File: src/logic/afe_pkg.sv
package afe_pkg;

  ////////////////////////////////////////////////////////////
  // Widths of the analog path
  ////////////////////////////////////////////////////////////

  localparam int unsigned ADC_RAW_W = 16;  // Converter word as it arrives
  localparam int unsigned ADC_RSV_W = 2;   // Reserved LSBs of the converter
  localparam int unsigned SMP_W     = 14;  // Working sample width
  localparam int unsigned N_CH      = 2;   // Channels a and b
  localparam int unsigned PDM_W     = 8;   // PDM duty byte

  typedef logic signed [SMP_W-1:0] smp_t;
  typedef logic signed [SMP_W:0]   smp_sum_t;   // One guard bit for summing
  typedef logic [ADC_RAW_W-1:0]    adc_raw_t;
  typedef logic [SMP_W-1:0]        dac_code_t;  // Unsigned, negative slope

  // Channel a sits in the low half, so index 0 of a packed array view
  typedef struct packed {
    smp_t b;
    smp_t a;
  } smp_pair_t;

  typedef struct packed {
    adc_raw_t b;
    adc_raw_t a;
  } adc_raw_pair_t;

  typedef struct packed {
    dac_code_t b;
    dac_code_t a;
  } dac_code_pair_t;

  ////////////////////////////////////////////////////////////
  // Conversion constants
  ////////////////////////////////////////////////////////////

  localparam smp_t      SMP_MAX       = {1'b0, {(SMP_W-1){1'b1}}};  // +8191
  localparam smp_t      SMP_MIN       = {1'b1, {(SMP_W-1){1'b0}}};  // -8192
  localparam dac_code_t DAC_CODE_ZERO = {1'b0, {(SMP_W-1){1'b1}}};  // Zero volts at the DAC

  // Negative slope <-> two's complement, same both ways
  function automatic logic [SMP_W-1:0] neg_slope(logic [SMP_W-1:0] val);
    return {val[SMP_W-1], ~val[SMP_W-2:0]};
  endfunction

endpackage

File: src/logic/sys_bus_pkg.sv
package sys_bus_pkg;

  localparam int unsigned SYS_AW = 20;  // Byte address
  localparam int unsigned SYS_DW = 32;

  typedef logic [SYS_AW-1:0] sys_addr_t;
  typedef logic [SYS_DW-1:0] sys_data_t;

  // Master to slave, one cycle strobes
  typedef struct packed {
    sys_addr_t addr;
    sys_data_t wdata;
    logic      wen;
    logic      ren;
  } sys_req_t;

  // Slave to master, one cycle after the strobe
  typedef struct packed {
    sys_data_t rdata;
    logic      ack;
    logic      err;   // Unmapped address
  } sys_rsp_t;

  ////////////////////////////////////////////////////////////
  // Register map
  ////////////////////////////////////////////////////////////

  localparam sys_addr_t REG_ID     = 20'h00000;  // Read only
  localparam sys_addr_t REG_CTRL   = 20'h00004;  // Bit 0 digital loopback
  localparam sys_addr_t REG_PDM0   = 20'h00010;  // First PDM duty byte
  localparam sys_addr_t REG_STRIDE = 20'h00004;  // Spacing of the PDM registers

  localparam sys_data_t AFE_ID = 32'h0AFE_0200;

endpackage

File: src/logic/adc_frontend.sv
module adc_frontend (
  input  logic                   adc_clk,
  input  logic                   rst_i,
  input  afe_pkg::adc_raw_pair_t adc_raw_i,
  input  logic                   dig_loop_i,
  input  afe_pkg::smp_pair_t     dac_sat_i,
  output afe_pkg::smp_pair_t     adc_dat_o
);

  import afe_pkg::*;

  adc_raw_pair_t       raw_q;      // Input register, ideally in the IOB
  adc_raw_t [N_CH-1:0] raw_ch;     // Same bits, per channel
  smp_t     [N_CH-1:0] conv_ch;    // Two's complement samples
  smp_pair_t           adc_path;

  always_ff @(posedge adc_clk)
  begin
    if (rst_i)
      raw_q <= '0;
    else
      raw_q <= adc_raw_i;
  end

  assign raw_ch = raw_q;

  for (genvar ch = 0; ch < N_CH; ch++)
  begin : g_ch
    // Drop reserved LSBs, then undo the negative slope
    assign conv_ch[ch] = smp_t'(neg_slope(raw_ch[ch][ADC_RAW_W-1:ADC_RSV_W]));
  end

  assign adc_path = conv_ch;

  // Loopback bypasses the converter and its register
  assign adc_dat_o = dig_loop_i ? dac_sat_i : adc_path;

  loop_takes_dac: assert property (@(posedge adc_clk)
    dig_loop_i |-> adc_dat_o == dac_sat_i)
    else $error("adc_frontend: loopback output differs from DAC samples");

endmodule

File: src/logic/afe_regs.sv
module afe_regs #(
  parameter int unsigned N_PDM = 4
)(
  input  logic                                 adc_clk,
  input  logic                                 rst_i,
  input  sys_bus_pkg::sys_req_t                sys_req_i,
  output sys_bus_pkg::sys_rsp_t                sys_rsp_o,
  output logic                                 dig_loop_o,
  output logic [N_PDM-1:0][afe_pkg::PDM_W-1:0] pdm_cfg_o
);

  import sys_bus_pkg::*;
  import afe_pkg::*;

  logic                        req;       // Any access this cycle
  logic                        hit_id;
  logic                        hit_ctrl;
  logic [N_PDM-1:0]            hit_pdm;   // One hot over the PDM bytes
  logic                        hit_any;
  sys_data_t                   rd_data;   // Read mux before the register
  logic                        dig_loop;
  logic [N_PDM-1:0][PDM_W-1:0] pdm_cfg;
  logic                        ack_q;
  logic                        err_q;
  sys_data_t                   rdata_q;

  ////////////////////////////////////////////////////////////
  // Address decode and read mux
  ////////////////////////////////////////////////////////////

  assign req = sys_req_i.wen | sys_req_i.ren;

  always_comb
  begin
    hit_id   = (sys_req_i.addr == REG_ID);
    hit_ctrl = (sys_req_i.addr == REG_CTRL);
    // PDM bytes on a fixed stride
    for (int i = 0; i < N_PDM; i++)
    begin
      hit_pdm[i] = (sys_req_i.addr == sys_addr_t'(REG_PDM0 + i * REG_STRIDE));
    end
    hit_any = hit_id | hit_ctrl | (|hit_pdm);
  end

  always_comb
  begin
    rd_data = '0;  // Unmapped reads back zero
    if (hit_id)
      rd_data = AFE_ID;
    if (hit_ctrl)
      rd_data[0] = dig_loop;
    for (int i = 0; i < N_PDM; i++)
    begin
      if (hit_pdm[i])
        rd_data[PDM_W-1:0] = pdm_cfg[i];
    end
  end

  ////////////////////////////////////////////////////////////
  // Registers and response
  ////////////////////////////////////////////////////////////

  always_ff @(posedge adc_clk)
  begin
    if (rst_i)
    begin
      ack_q    <= 1'b0;
      err_q    <= 1'b0;
      dig_loop <= 1'b0;
      pdm_cfg  <= '0;   // All PDM outputs held low
    end
    else
    begin
      ack_q <= req;                // Fixed one cycle latency
      err_q <= req & ~hit_any;
      if (sys_req_i.wen & hit_ctrl)
        dig_loop <= sys_req_i.wdata[0];
      for (int i = 0; i < N_PDM; i++)
      begin
        if (sys_req_i.wen & hit_pdm[i])
          pdm_cfg[i] <= sys_req_i.wdata[PDM_W-1:0];
      end
    end
  end

  // Read data only sampled on reads
  always_ff @(posedge adc_clk)
  begin
    if (sys_req_i.ren)
      rdata_q <= rd_data;
  end

  assign sys_rsp_o  = '{rdata: rdata_q, ack: ack_q, err: err_q};
  assign dig_loop_o = dig_loop;
  assign pdm_cfg_o  = pdm_cfg;

  // Bus handshake rules
  ack_follows_req: assert property (@(posedge adc_clk) disable iff (rst_i)
    req |=> sys_rsp_o.ack)
    else $error("afe_regs: request without ack one cycle later");

  ack_needs_req: assert property (@(posedge adc_clk) disable iff (rst_i)
    sys_rsp_o.ack |-> $past(req))
    else $error("afe_regs: ack without a request");

  no_wen_with_ren: assert property (@(posedge adc_clk) disable iff (rst_i)
    !(sys_req_i.wen && sys_req_i.ren))
    else $error("afe_regs: wen and ren high together");

endmodule

File: src/logic/afe_top.sv
module afe_top #(
  parameter int unsigned N_PDM = 4   // Number of PDM outputs
)(
  input  logic                    adc_clk,
  input  logic                    rst_i,
  // Converter side
  input  afe_pkg::adc_raw_pair_t  adc_raw_i,   // Raw ADC words
  output afe_pkg::dac_code_pair_t dac_dat_o,   // Offset code to the DAC
  output logic [N_PDM-1:0]        pdm_o,       // Density modulated outputs
  // Streams from and to the signal processing
  input  afe_pkg::smp_pair_t      gen_dat_i,   // Generator samples
  input  afe_pkg::smp_pair_t      fb_dat_i,    // Feedback samples
  output afe_pkg::smp_pair_t      adc_dat_o,   // Captured or looped samples
  // Register bus
  input  sys_bus_pkg::sys_req_t   sys_req_i,
  output sys_bus_pkg::sys_rsp_t   sys_rsp_o
);

  import afe_pkg::*;

  logic                        dig_loop;  // Loopback enable
  logic [N_PDM-1:0][PDM_W-1:0] pdm_cfg;   // Duty bytes
  smp_pair_t                   dac_sat;   // Saturated sum before the register

  ////////////////////////////////////////////////////////////
  // Control
  ////////////////////////////////////////////////////////////

  afe_regs #(
    .N_PDM (N_PDM)
  ) afe_regs_inst (
    .adc_clk    (adc_clk  ),
    .rst_i      (rst_i    ),
    .sys_req_i  (sys_req_i),
    .sys_rsp_o  (sys_rsp_o),
    .dig_loop_o (dig_loop ),
    .pdm_cfg_o  (pdm_cfg  )
  );

  ////////////////////////////////////////////////////////////
  // Datapath
  ////////////////////////////////////////////////////////////

  adc_frontend adc_frontend_inst (
    .adc_clk    (adc_clk  ),
    .rst_i      (rst_i    ),
    .adc_raw_i  (adc_raw_i),
    .dig_loop_i (dig_loop ),
    .dac_sat_i  (dac_sat  ),  // Loopback source
    .adc_dat_o  (adc_dat_o)
  );

  dac_backend dac_backend_inst (
    .adc_clk   (adc_clk  ),
    .rst_i     (rst_i    ),
    .gen_dat_i (gen_dat_i),
    .fb_dat_i  (fb_dat_i ),
    .dac_sat_o (dac_sat  ),
    .dac_dat_o (dac_dat_o)
  );

  pdm_modulator #(
    .N_PDM (N_PDM)
  ) pdm_modulator_inst (
    .adc_clk (adc_clk),
    .rst_i   (rst_i  ),
    .cfg_i   (pdm_cfg),
    .pdm_o   (pdm_o  )
  );

endmodule

File: src/logic/dac_backend.sv
module dac_backend (
  input  logic                    adc_clk,
  input  logic                    rst_i,
  input  afe_pkg::smp_pair_t      gen_dat_i,
  input  afe_pkg::smp_pair_t      fb_dat_i,
  output afe_pkg::smp_pair_t      dac_sat_o,
  output afe_pkg::dac_code_pair_t dac_dat_o
);

  import afe_pkg::*;

  smp_t      [N_CH-1:0] gen_ch;  // Generator stream
  smp_t      [N_CH-1:0] fb_ch;   // Feedback stream
  smp_sum_t  [N_CH-1:0] sum_ch;  // Full precision sum
  logic      [N_CH-1:0] ovf_ch;
  smp_t      [N_CH-1:0] sat_ch;
  dac_code_t [N_CH-1:0] code_q;  // Output register

  assign gen_ch = gen_dat_i;
  assign fb_ch  = fb_dat_i;

  ////////////////////////////////////////////////////////////
  // Summing and saturation
  ////////////////////////////////////////////////////////////

  for (genvar ch = 0; ch < N_CH; ch++)
  begin : g_ch
    assign sum_ch[ch] = $signed(gen_ch[ch]) + $signed(fb_ch[ch]);  // Sign extended to 15 bits

    // Top two bits disagree on overflow
    assign ovf_ch[ch] = sum_ch[ch][SMP_W] ^ sum_ch[ch][SMP_W-1];

    // Clamp toward the sign of the true sum
    assign sat_ch[ch] = ovf_ch[ch] ? (sum_ch[ch][SMP_W] ? SMP_MIN : SMP_MAX)
                                   : sum_ch[ch][SMP_W-1:0];

    // Registered code may only differ from the plain sum after an overflow
    clamp_needs_ovf: assert property (@(posedge adc_clk) disable iff (rst_i)
      !$past(rst_i) && (code_q[ch] != neg_slope($past(sum_ch[ch][SMP_W-1:0])))
      |-> $past(ovf_ch[ch]))
      else $error("dac_backend: channel %0d clamped without overflow", ch);
  end

  ////////////////////////////////////////////////////////////
  // Output register, back to offset code
  ////////////////////////////////////////////////////////////

  always_ff @(posedge adc_clk)
  begin
    if (rst_i)
      code_q <= {N_CH{DAC_CODE_ZERO}};  // Mid scale
    else
    begin
      for (int ch = 0; ch < N_CH; ch++)
      begin
        code_q[ch] <= neg_slope(sat_ch[ch]);
      end
    end
  end

  assign dac_sat_o = sat_ch;  // Also feeds the loopback path
  assign dac_dat_o = code_q;

endmodule

File: src/logic/pdm_modulator.sv
module pdm_modulator #(
  parameter int unsigned N_PDM = 4
)(
  input  logic                                 adc_clk,
  input  logic                                 rst_i,
  input  logic [N_PDM-1:0][afe_pkg::PDM_W-1:0] cfg_i,
  output logic [N_PDM-1:0]                     pdm_o
);

  import afe_pkg::*;

  // First order sigma delta, one accumulator per output
  logic [N_PDM-1:0][PDM_W-1:0] acc;
  logic [N_PDM-1:0][PDM_W:0]   acc_nxt;  // Carry in the top bit

  ////////////////////////////////////////////////////////////
  // Accumulate and emit the carry
  ////////////////////////////////////////////////////////////

  always_comb
  begin
    for (int i = 0; i < N_PDM; i++)
    begin
      acc_nxt[i] = {1'b0, acc[i]} + {1'b0, cfg_i[i]};
      pdm_o[i]   = acc_nxt[i][PDM_W];  // cfg ones per 256 cycles
    end
  end

  always_ff @(posedge adc_clk)
  begin
    if (rst_i)
      acc <= '0;
    else
    begin
      for (int i = 0; i < N_PDM; i++)
      begin
        acc[i] <= acc_nxt[i][PDM_W-1:0];  // Wraps modulo 256
      end
    end
  end

endmodule

File: config.mk
export PLATFORM = sky130hd
export DESIGN_NAME = afe_top
export DESIGN_NICKNAME = d
export VERILOG_FILES = /design/src/logic/afe_pkg.sv /design/src/logic/sys_bus_pkg.sv /design/src/logic/adc_frontend.sv /design/src/logic/afe_regs.sv /design/src/logic/afe_top.sv /design/src/logic/dac_backend.sv /design/src/logic/pdm_modulator.sv
export SDC_FILE = /design/constraint.sdc
export NUM_CORES = 1
export LEC_CHECK = 0
export BUFFER_PORTS_ARGS = -buffer_cell sky130_fd_sc_hd__buf_2
export CAP_MARGIN = 30
export CORE_ASPECT_RATIO = 0.7
export CORE_MARGIN = 1
export CORE_UTILIZATION = 51
export DETAILED_ROUTE_END_ITERATION = 8
export GPL_TIMING_DRIVEN = 1
export PLACE_DENSITY = 0.8
export SYNTH_ARGS = -nofsm -noshare
export SYNTH_HDL_FRONTEND = slang
export SYNTH_SLANG_ARGS = --single-unit
File: constraint.sdc
create_clock -name adc_clk -period 4.95 [get_ports adc_clk]
set_input_delay 0.495 -clock adc_clk [delete_from_list [all_inputs] [get_ports adc_clk]]
set_output_delay 0.495 -clock adc_clk [all_outputs]
set_load 0.05 [all_outputs]
==> results.md, run 1 <==
* CP Cell Sequence: buf_2 -> ha_1 -> fa_1 -> a211oi_2 -> o211ai_1 -> o211ai_1 -> o32ai_2 -> or2_2 -> a21oi_1 -> mux2i_1 -> buf_2
* Crit path kind: in -> out
* Final Setup Violations at 0
* All-layer global routing usage at 22.93%
* Residual DRC at 0
* Ys async rst share at 0%
* Yosys top cell area share at 33.87%
* Min-delay src: adc_raw_i[7]
* # H-tree levels at 4
* Power Density at approximately 350 mW/mm²
* GRT overflow at 0
* Synth area leaders: dfxtp_1 (34%), ha_1 (10%), mux2i_1 (6.3%), nor2b_1 (5.0%), nor2_1 (4.4%)
* Most frequent cell after synthesis: dfxtp_1
* Clock transition at the registers of the reported paths at 60 ps
* Synth Register Bits at 132
* Via count at between 5000 and 6000
* Vias in the first global route at 5363
* Final WS setup at 1179 ps
* IO Pins at 238
* Mapped Area at 0.007269 mm²
* Synth Area in Simple Gates at around 18%
* Adder-Cell Fraction of Synth Area at 11.98%
* Top_reg_cell synth: dfxtp_1
* Post-synthesis cell count at between 700 and 800
* Peak supply drop at roughly 0.00028 V
* Max transition margin at 36.01%
* Slowest CP cell: fa_1
* WP data arrival at 3280 ps
* Row count at 36
* Status: complete, no violations
* RSZ-0062 raised after global routing: false
* Leak Pwr at 4.116 nW
* Routability Congestion at 0.9235
* Placed Cells incl. Taps at ~1100
* DR pass1 iterations at 5
* Initial antenna violation count at 0
* CTS tree: built
* Post-synth top cells: dfxtp_1 (123), nor2_1 (86), ha_1 (60)
* Hold Crit Class: in -> reg
* Setup repair bufs after CTS at 0
* Seq/Total Area, Yosys at ~38%
* N_diodes at 0
* Pre-CTS setup slack at 1196 ps
* Nets at between 1000 and 1500
* Die Ht at 101.9 µm
* Max-cap violations at 0
* Setup_tns at 0 ps
* Worst Skew at roughly 9 ps
* Hold_buf cts at 0
* Core ar. at 0.01392 mm²
* Final HPWL DP at around 13000 µm
* Maximum clock path buffer count at 2
* Initial Utilization at 52.23%
* Iter 0 DRT Violations at ~300
* Synthesis warning total at 0
* First-pass GRT wire length at 25960 µm
* Worst EP required at 4450 ps
* Port bufs at approximately 200
* Compound-Gate Fraction of Synth Area at a little over an eighth
* Critical path startpoint category: input pin
* Non-filler cells, final at approximately 1100
* Tightest Pin Transition at 959.8 ps
* Sink Count at 132
* Vias per cell at 5.152
* TritonCTS Buffers at 17
* EDFF count, synth at 9
* Largest net degree at the start of global routing at 96
* Final Hold Fails at 0
* Final Max Tran Viols at 0
* CP Capture Type: primary output
* CP max FO at 13
* Area leader, netlist: dfxtp_1
* Die W at 144.7 µm
* Avg Cell Area, Syn at between 9 and 10 µm²
* P&R area growth vs syn at 21.33%
* Yosys cell types at 60
* Max Fclk at ~270 MHz
* Worst path max stage delay at 450 ps
* Largest family of logic cells by synthesized area: simple AND/OR/NAND/NOR gates
* Worst R2R Setup Slack at ~2700 ps
* Resized cells post-CTS at 0
* FF-to-FF Start: afe_regs_inst.pdm_cfg_o[0]
* Final WL at 16740 µm
* XOR/XNOR Fraction of Synth Area at 4.337%
* Die area at 0.01474 mm²
* Share of post-route cells with drive strength above 1 at 26.05%
* Post-DRT Antenna Nets at 0
* Layout fillers at ~1200
* Drt wl/cell at 14.61 µm
* Mux cell area share after synthesis at 8.503%
* Period utilization at 76.18%
* Root Driver: clkbuf_16
* Minimum clock period at around 3800 ps
* Crit path launch: gen_dat_i[0]
* Clock Latency Late Sink at 410 ps
[power by group]
part	internal, mW	total [mW]	switching (mW)	leakage [nW]
clock network	0.811	1.30	0.485	0.297
logic	0.203	0.671	0.468	2.72
registers	1.13	1.14	0.0155	1.10
total	2.14	3.11	0.968	4.12
[metrics by stage]
stage,total power [mW],utilization (%),hold WS (ps),cell area [µm²]
after floorplan,1.682,-,484.2,7318
after global placement,1.827,58.94,512.1,8204
after detailed placement,1.836,58.94,519.9,8204
after CTS,3.134,63.37,276.2,8820
after global routing,3.237,63.37,291.2,8820
final,3.111,63.37,294.0,8820
[state kept, by name, indices dropped and copies added (netlist names)]
name / flops
afe_regs_inst.rdata_q: 9
afe_regs_inst.err_q: 1
dac_backend_inst.dac_dat_o: 28
afe_regs_inst.pdm_cfg_o: 32
adc_frontend_inst.adc_path: 2
afe_regs_inst.dig_loop_o: 1
pdm_modulator_inst.acc: 32
afe_regs_inst.ack_q: 1
adc_frontend_inst.raw_ch: 26
[final cells by class]
class / instances / area (µm²) / share of cell area [%]
Multi-Input combinational cell: 572 / 4150 / 47.06
Sequential cell: 132 / 2733 / 30.98
Timing Repair Buffer: 198 / 1001 / 11.35
Clock buffer: 18 / 439.2 / 4.979
Tap cell: 190 / 237.7 / 2.695
Clock inverter: 14 / 176.4 / 2.000
Inverter: 22 / 82.58 / 0.9363
[worst max-delay path, delay by kind of cell]
family	cells	cell delay [ps]
and+or+nand+nor	1	450
muxes	1	160
buffers and inverters	2	350
adders and majority gates	2	670
AOI/OAI and AO/OA	5	1150
[final timing paths]
kind | endpoint | cells after the start
worst max-delay path | adc_dat_o[11] | 11
worst min-delay path | adc_frontend_inst.raw_ch[7] | 2
worst max register to register | pdm_modulator_inst.acc[6] | 10
worst min register to register | afe_regs_inst.pdm_cfg_o[26] | 2
[per-layer routing]
| layer | up-vias | GRT usage [%] | share of wire [%] |
|---|---|---|---|
| li1 | 2992 | - | - |
| met4 | 0 | 6.073 | 0.82 |
| met1 | 2707 | 32.23 | 49 |
| met5 | - | 0 | 0 |
| met2 | 191 | 35.98 | 45 |
| met3 | 14 | 4.592 | 5.6 |
[cells in the final DEF, fill, tap and decap left out, drive strengths merged, types with 3 or more instances in the layout]
master and n:
a211oi 5, a21boi 11, a21o 32, a21oi 52, and2 5, and3 11
buf 198, bufinv 3, clkbuf 18, clkinv 7, conb 14, dfxtp 123
edfxtp 9, fa 6, ha 60, inv 24, mux2i 46, mux4 7
nand2 30, nand2b 12, nand4 5, nor2 86, nor2b 58, nor3 18
nor4 4, o211ai 6, o21ai 22, o41ai 3, or2 14, xnor2 17
xor2 19
[cells by family (layout without fill, tap and decap cells)]
kind of cell | Yosys count | after routing
simple gates | 256 | 256
mux | 53 | 53
flops | 132 | 132
xor+xnor | 36 | 36
fa+ha+maj | 66 | 66
compound gates | 147 | 147
buf+inv | 81 | 252
other cells | 1 | 14
No activity file was read; power rests on OpenSTA's default activity.
==> run 2, diff against run 1 <==
--- a/config.mk
+++ b/config.mk
@@ -5,6 +5,7 @@
 export SDC_FILE = /design/constraint.sdc
 export NUM_CORES = 1
 export LEC_CHECK = 0
+export ABC_AREA = 1
 export BUFFER_PORTS_ARGS = -buffer_cell sky130_fd_sc_hd__buf_2
 export CAP_MARGIN = 30
 export CORE_ASPECT_RATIO = 0.7
@@ -12,7 +13,7 @@
 export CORE_UTILIZATION = 51
 export DETAILED_ROUTE_END_ITERATION = 8
 export GPL_TIMING_DRIVEN = 1
-export PLACE_DENSITY = 0.8
+export PLACE_DENSITY = 0.79
 export SYNTH_ARGS = -nofsm -noshare
 export SYNTH_HDL_FRONTEND = slang
 export SYNTH_SLANG_ARGS = --single-unit
==> constraint.sdc (replaced) <==
create_clock -name adc_clk -period 3.61 [get_ports adc_clk]
set_input_delay 0.361 -clock adc_clk [delete_from_list [all_inputs] [get_ports adc_clk]]
set_output_delay 0.361 -clock adc_clk [all_outputs]
set_load 0.05 [all_outputs]
==> results.md, run 2 <==
* Pre-CTS setup slack at about 480 ps
* Routability Congestion at 0.9468
* IO Pins at 238
* WP data arrival at 2820 ps
* Avg Cell Area, Syn at ~7.3 µm²
* Port bufs at 195
* Setup_tns at 0 ps
* GRT overflow at 0
* # H-tree levels at 4
* Clock Latency Late Sink at 410 ps
* Yosys cell types at 42
* Share of post-route cells with drive strength above 1 at 22.46%
* Critical path startpoint category: input pin
* Tightest Pin Transition at 681.4 ps
* Die W at 149.8 µm
* Post-synthesis cell count at ~1100
* Nets at approximately 1500
* Residual DRC at 0
* RSZ-0062 raised after global routing: false
* Worst Skew at 9.219 ps
* Mapped Area at just under 0.008 mm²
* Maximum clock path buffer count at 2
* First-pass GRT wire length at around 32000 µm
* Final WS setup at 426.3 ps
* Crit path kind: in -> out
* Synth Area in Simple Gates at 23.38%
* DR pass1 iterations at 5
* XOR/XNOR Fraction of Synth Area at under 10%
* Die Ht at 105.4 µm
* EDFF count, synth at 9
* Final design utilization at 63.17%
* Min-Delay Path Depth at 3
* Ys async rst share at 0%
* Hold Crit Class: in -> reg
* CP max FO at 13
* Multi-input gate area at 0.004207 mm²
* Synth area leaders: dfxtp_1 (32%), ha_1 (9.6%), nand2_1 (8.3%), nor2_1 (8.1%), a21oi_1 (7.1%)
* Period utilization at 88.19%
* All-layer global routing usage at 25.50%
* Drt wl/cell at between 10 and 15 µm
* Seq/Total Area, Yosys at 35.05%
* Clock transition at the registers of the reported paths at 60 ps
* Initial Utilization at 52.63%
* Reg-to-Reg End: pdm_modulator_inst.acc[6]
* Yosys top cell area share at 31.58%
* Commonest non-fill, non-tap cells in the layout: buf_2 (195), nand2_1 (172), nor2_1 (169), inv_1 (137), dfxtp_1 (123)
* Largest family of logic cells by synthesized area: simple AND/OR/NAND/NOR gates
* Die area at 0.01579 mm²
* Iter 0 DRT Violations at 549
* Peak supply drop at between 0.0003 and 0.0004 V
* Hold EP: adc_frontend_inst.raw_ch[25]
* Row count at 37
* Top_reg_cell synth: dfxtp_1
* Adder-Cell Fraction of Synth Area at 11.17%
* Min-delay src: adc_raw_i[25]
* Final HPWL DP at 15280 µm
* Max transition margin at between 50% and 60%
* Layout fillers at 1294
* Post-synth top cells: nand2_1 (172), nor2_1 (169), inv_1 (137)
* FF-to-FF Start: afe_regs_inst.pdm_cfg_o[0]
* Root Driver: clkbuf_16
* Vias in the first global route at 6730
* Vias per cell at 5.109
* Largest net degree at the start of global routing at 58
* Register area at 0.002733 mm²
* Setup repair bufs after CTS at 0
* Area leader, netlist: dfxtp_1
* Status: complete, no violations
* Most frequent cell after synthesis: nand2_1
* Final WL at 20150 µm
* Post-DRT Antenna Nets at 0
* Final Setup Violations at 0
* Worst EP required at 3250 ps
* Hold_buf cts at 0
* Final Hold Fails at 0
* Initial antenna violation count at 1
* Worst R2R Setup Slack at 1740 ps
* Via count at 7438
* Synthesis warning total at 0
* Mux cell area share after synthesis at 0%
* R2R cell count at 11
* P&R area growth vs syn at 20.03%
* Resized cells post-CTS at 0
* Max-cap violations at 0
* TritonCTS Buffers at 17
* Synth Register Bits at around 130
* Sink Count at roughly 130
* CTS tree: built
* Minimum clock period at 3184 ps
* Most common cell after layout, fill and taps aside: buf_2
* Core ar. at 0.01481 mm²
* Leak Pwr at around 4.8 nW
* CP Capture Type: primary output
* Power Density at approximately 470 mW/mm²
* Max Fclk at 314.1 MHz
* Compound-Gate Fraction of Synth Area at between 15 and 20%
* Final Max Tran Viols at 0
==> run 2: changes by cell type after synthesis, moves of 19 or more <==
cell     delta
mux2i_1    -46
nor2_1     +83
a21oi_1    +58
o21ai_2    +19
inv_1     +115
nor2b_1    -58
o21ai_0    +42
a21o_1     -28
nand2_1   +142
nand3_1    +44
==> run 2: cells by family after synthesis <==
| kind of cell | after synthesis |
|---|---|
| simple gates | 429 |
| flops | 132 |
| buf+inv | 196 |
| compound gates | 227 |
| fa+ha+maj | 66 |
| xor+xnor | 18 |
| other cells | 1 |
==> run 2: layer usage <==
layer / share of wire (%) / global-route usage, % / routed length (µm) / up-vias
met5: 0 / 0 / 0 / -
met4: 1.7 / 7.504 / 346 / 0
met3: 7.9 / 4.632 / 1583 / 31
met2: 44 / 40.84 / 8801 / 283
met1: 47 / 34.85 / 9419 / 3330
li1: - / - / - / 3794
==> run 2: critical path: stages <==
cell     delay [ps]
buf_2           100
ha_1            210
fa_1            400
nand2_1         100
nand2_1          80
nand3_2          80
nand2_1          80
nand2_1         130
nand2_1          80
nand2_1          70
nand2_1         110
a21oi_2         560
a21oi_1         190
buf_2           260
==> run 2: where the power goes <==
part / switching [mW] / internal [mW]
Sequential: 0.0193 / 1.55
Clock: 0.662 / 1.17
Combinational: 0.743 / 0.271
==> run 2: final cells by class <==
cell class | count | share of cell area (%)
antenna | 1 | 0.02674
tap | 195 | 2.607
timing repair buffer | 199 | 10.75
sequential | 132 | 29.20
inverter | 143 | 5.749
clock buffer | 22 | 5.201
clock inverter | 10 | 1.511
multi-input combinational | 754 | 44.95
==> run 2: per-stage QoR <==
step | cells | total power, mW | instance area [µm²] | hold WS (ps)
global route | 1456 | 4.589 | 9358 | 153.4
finish | 1456 | 4.418 | 9358 | 144.6
CTS | 1455 | 4.427 | 9355 | 141.0
detailed placement | 1423 | 2.602 | 8727 | 478.2
global placement | 1423 | 2.592 | 8727 | 471.3
floorplan | 1082 | 2.381 | 7845 | 443.3
==> run 2: worst max-delay path by stage <==
stage	to	cells past startpoint	slack [ps]	start
5_1_grt	adc_dat_o[25]	14	230	gen_dat_i[14]
2_1_floorplan	adc_dat_o[0]	11	550	gen_dat_i[0]
3_3_place_gp	adc_dat_o[25]	14	510	gen_dat_i[14]
6_report	adc_dat_o[25]	14	430	gen_dat_i[14]
3_5_place_dp	adc_dat_o[25]	14	480	gen_dat_i[14]
4_1_cts	adc_dat_o[25]	14	430	gen_dat_i[14]
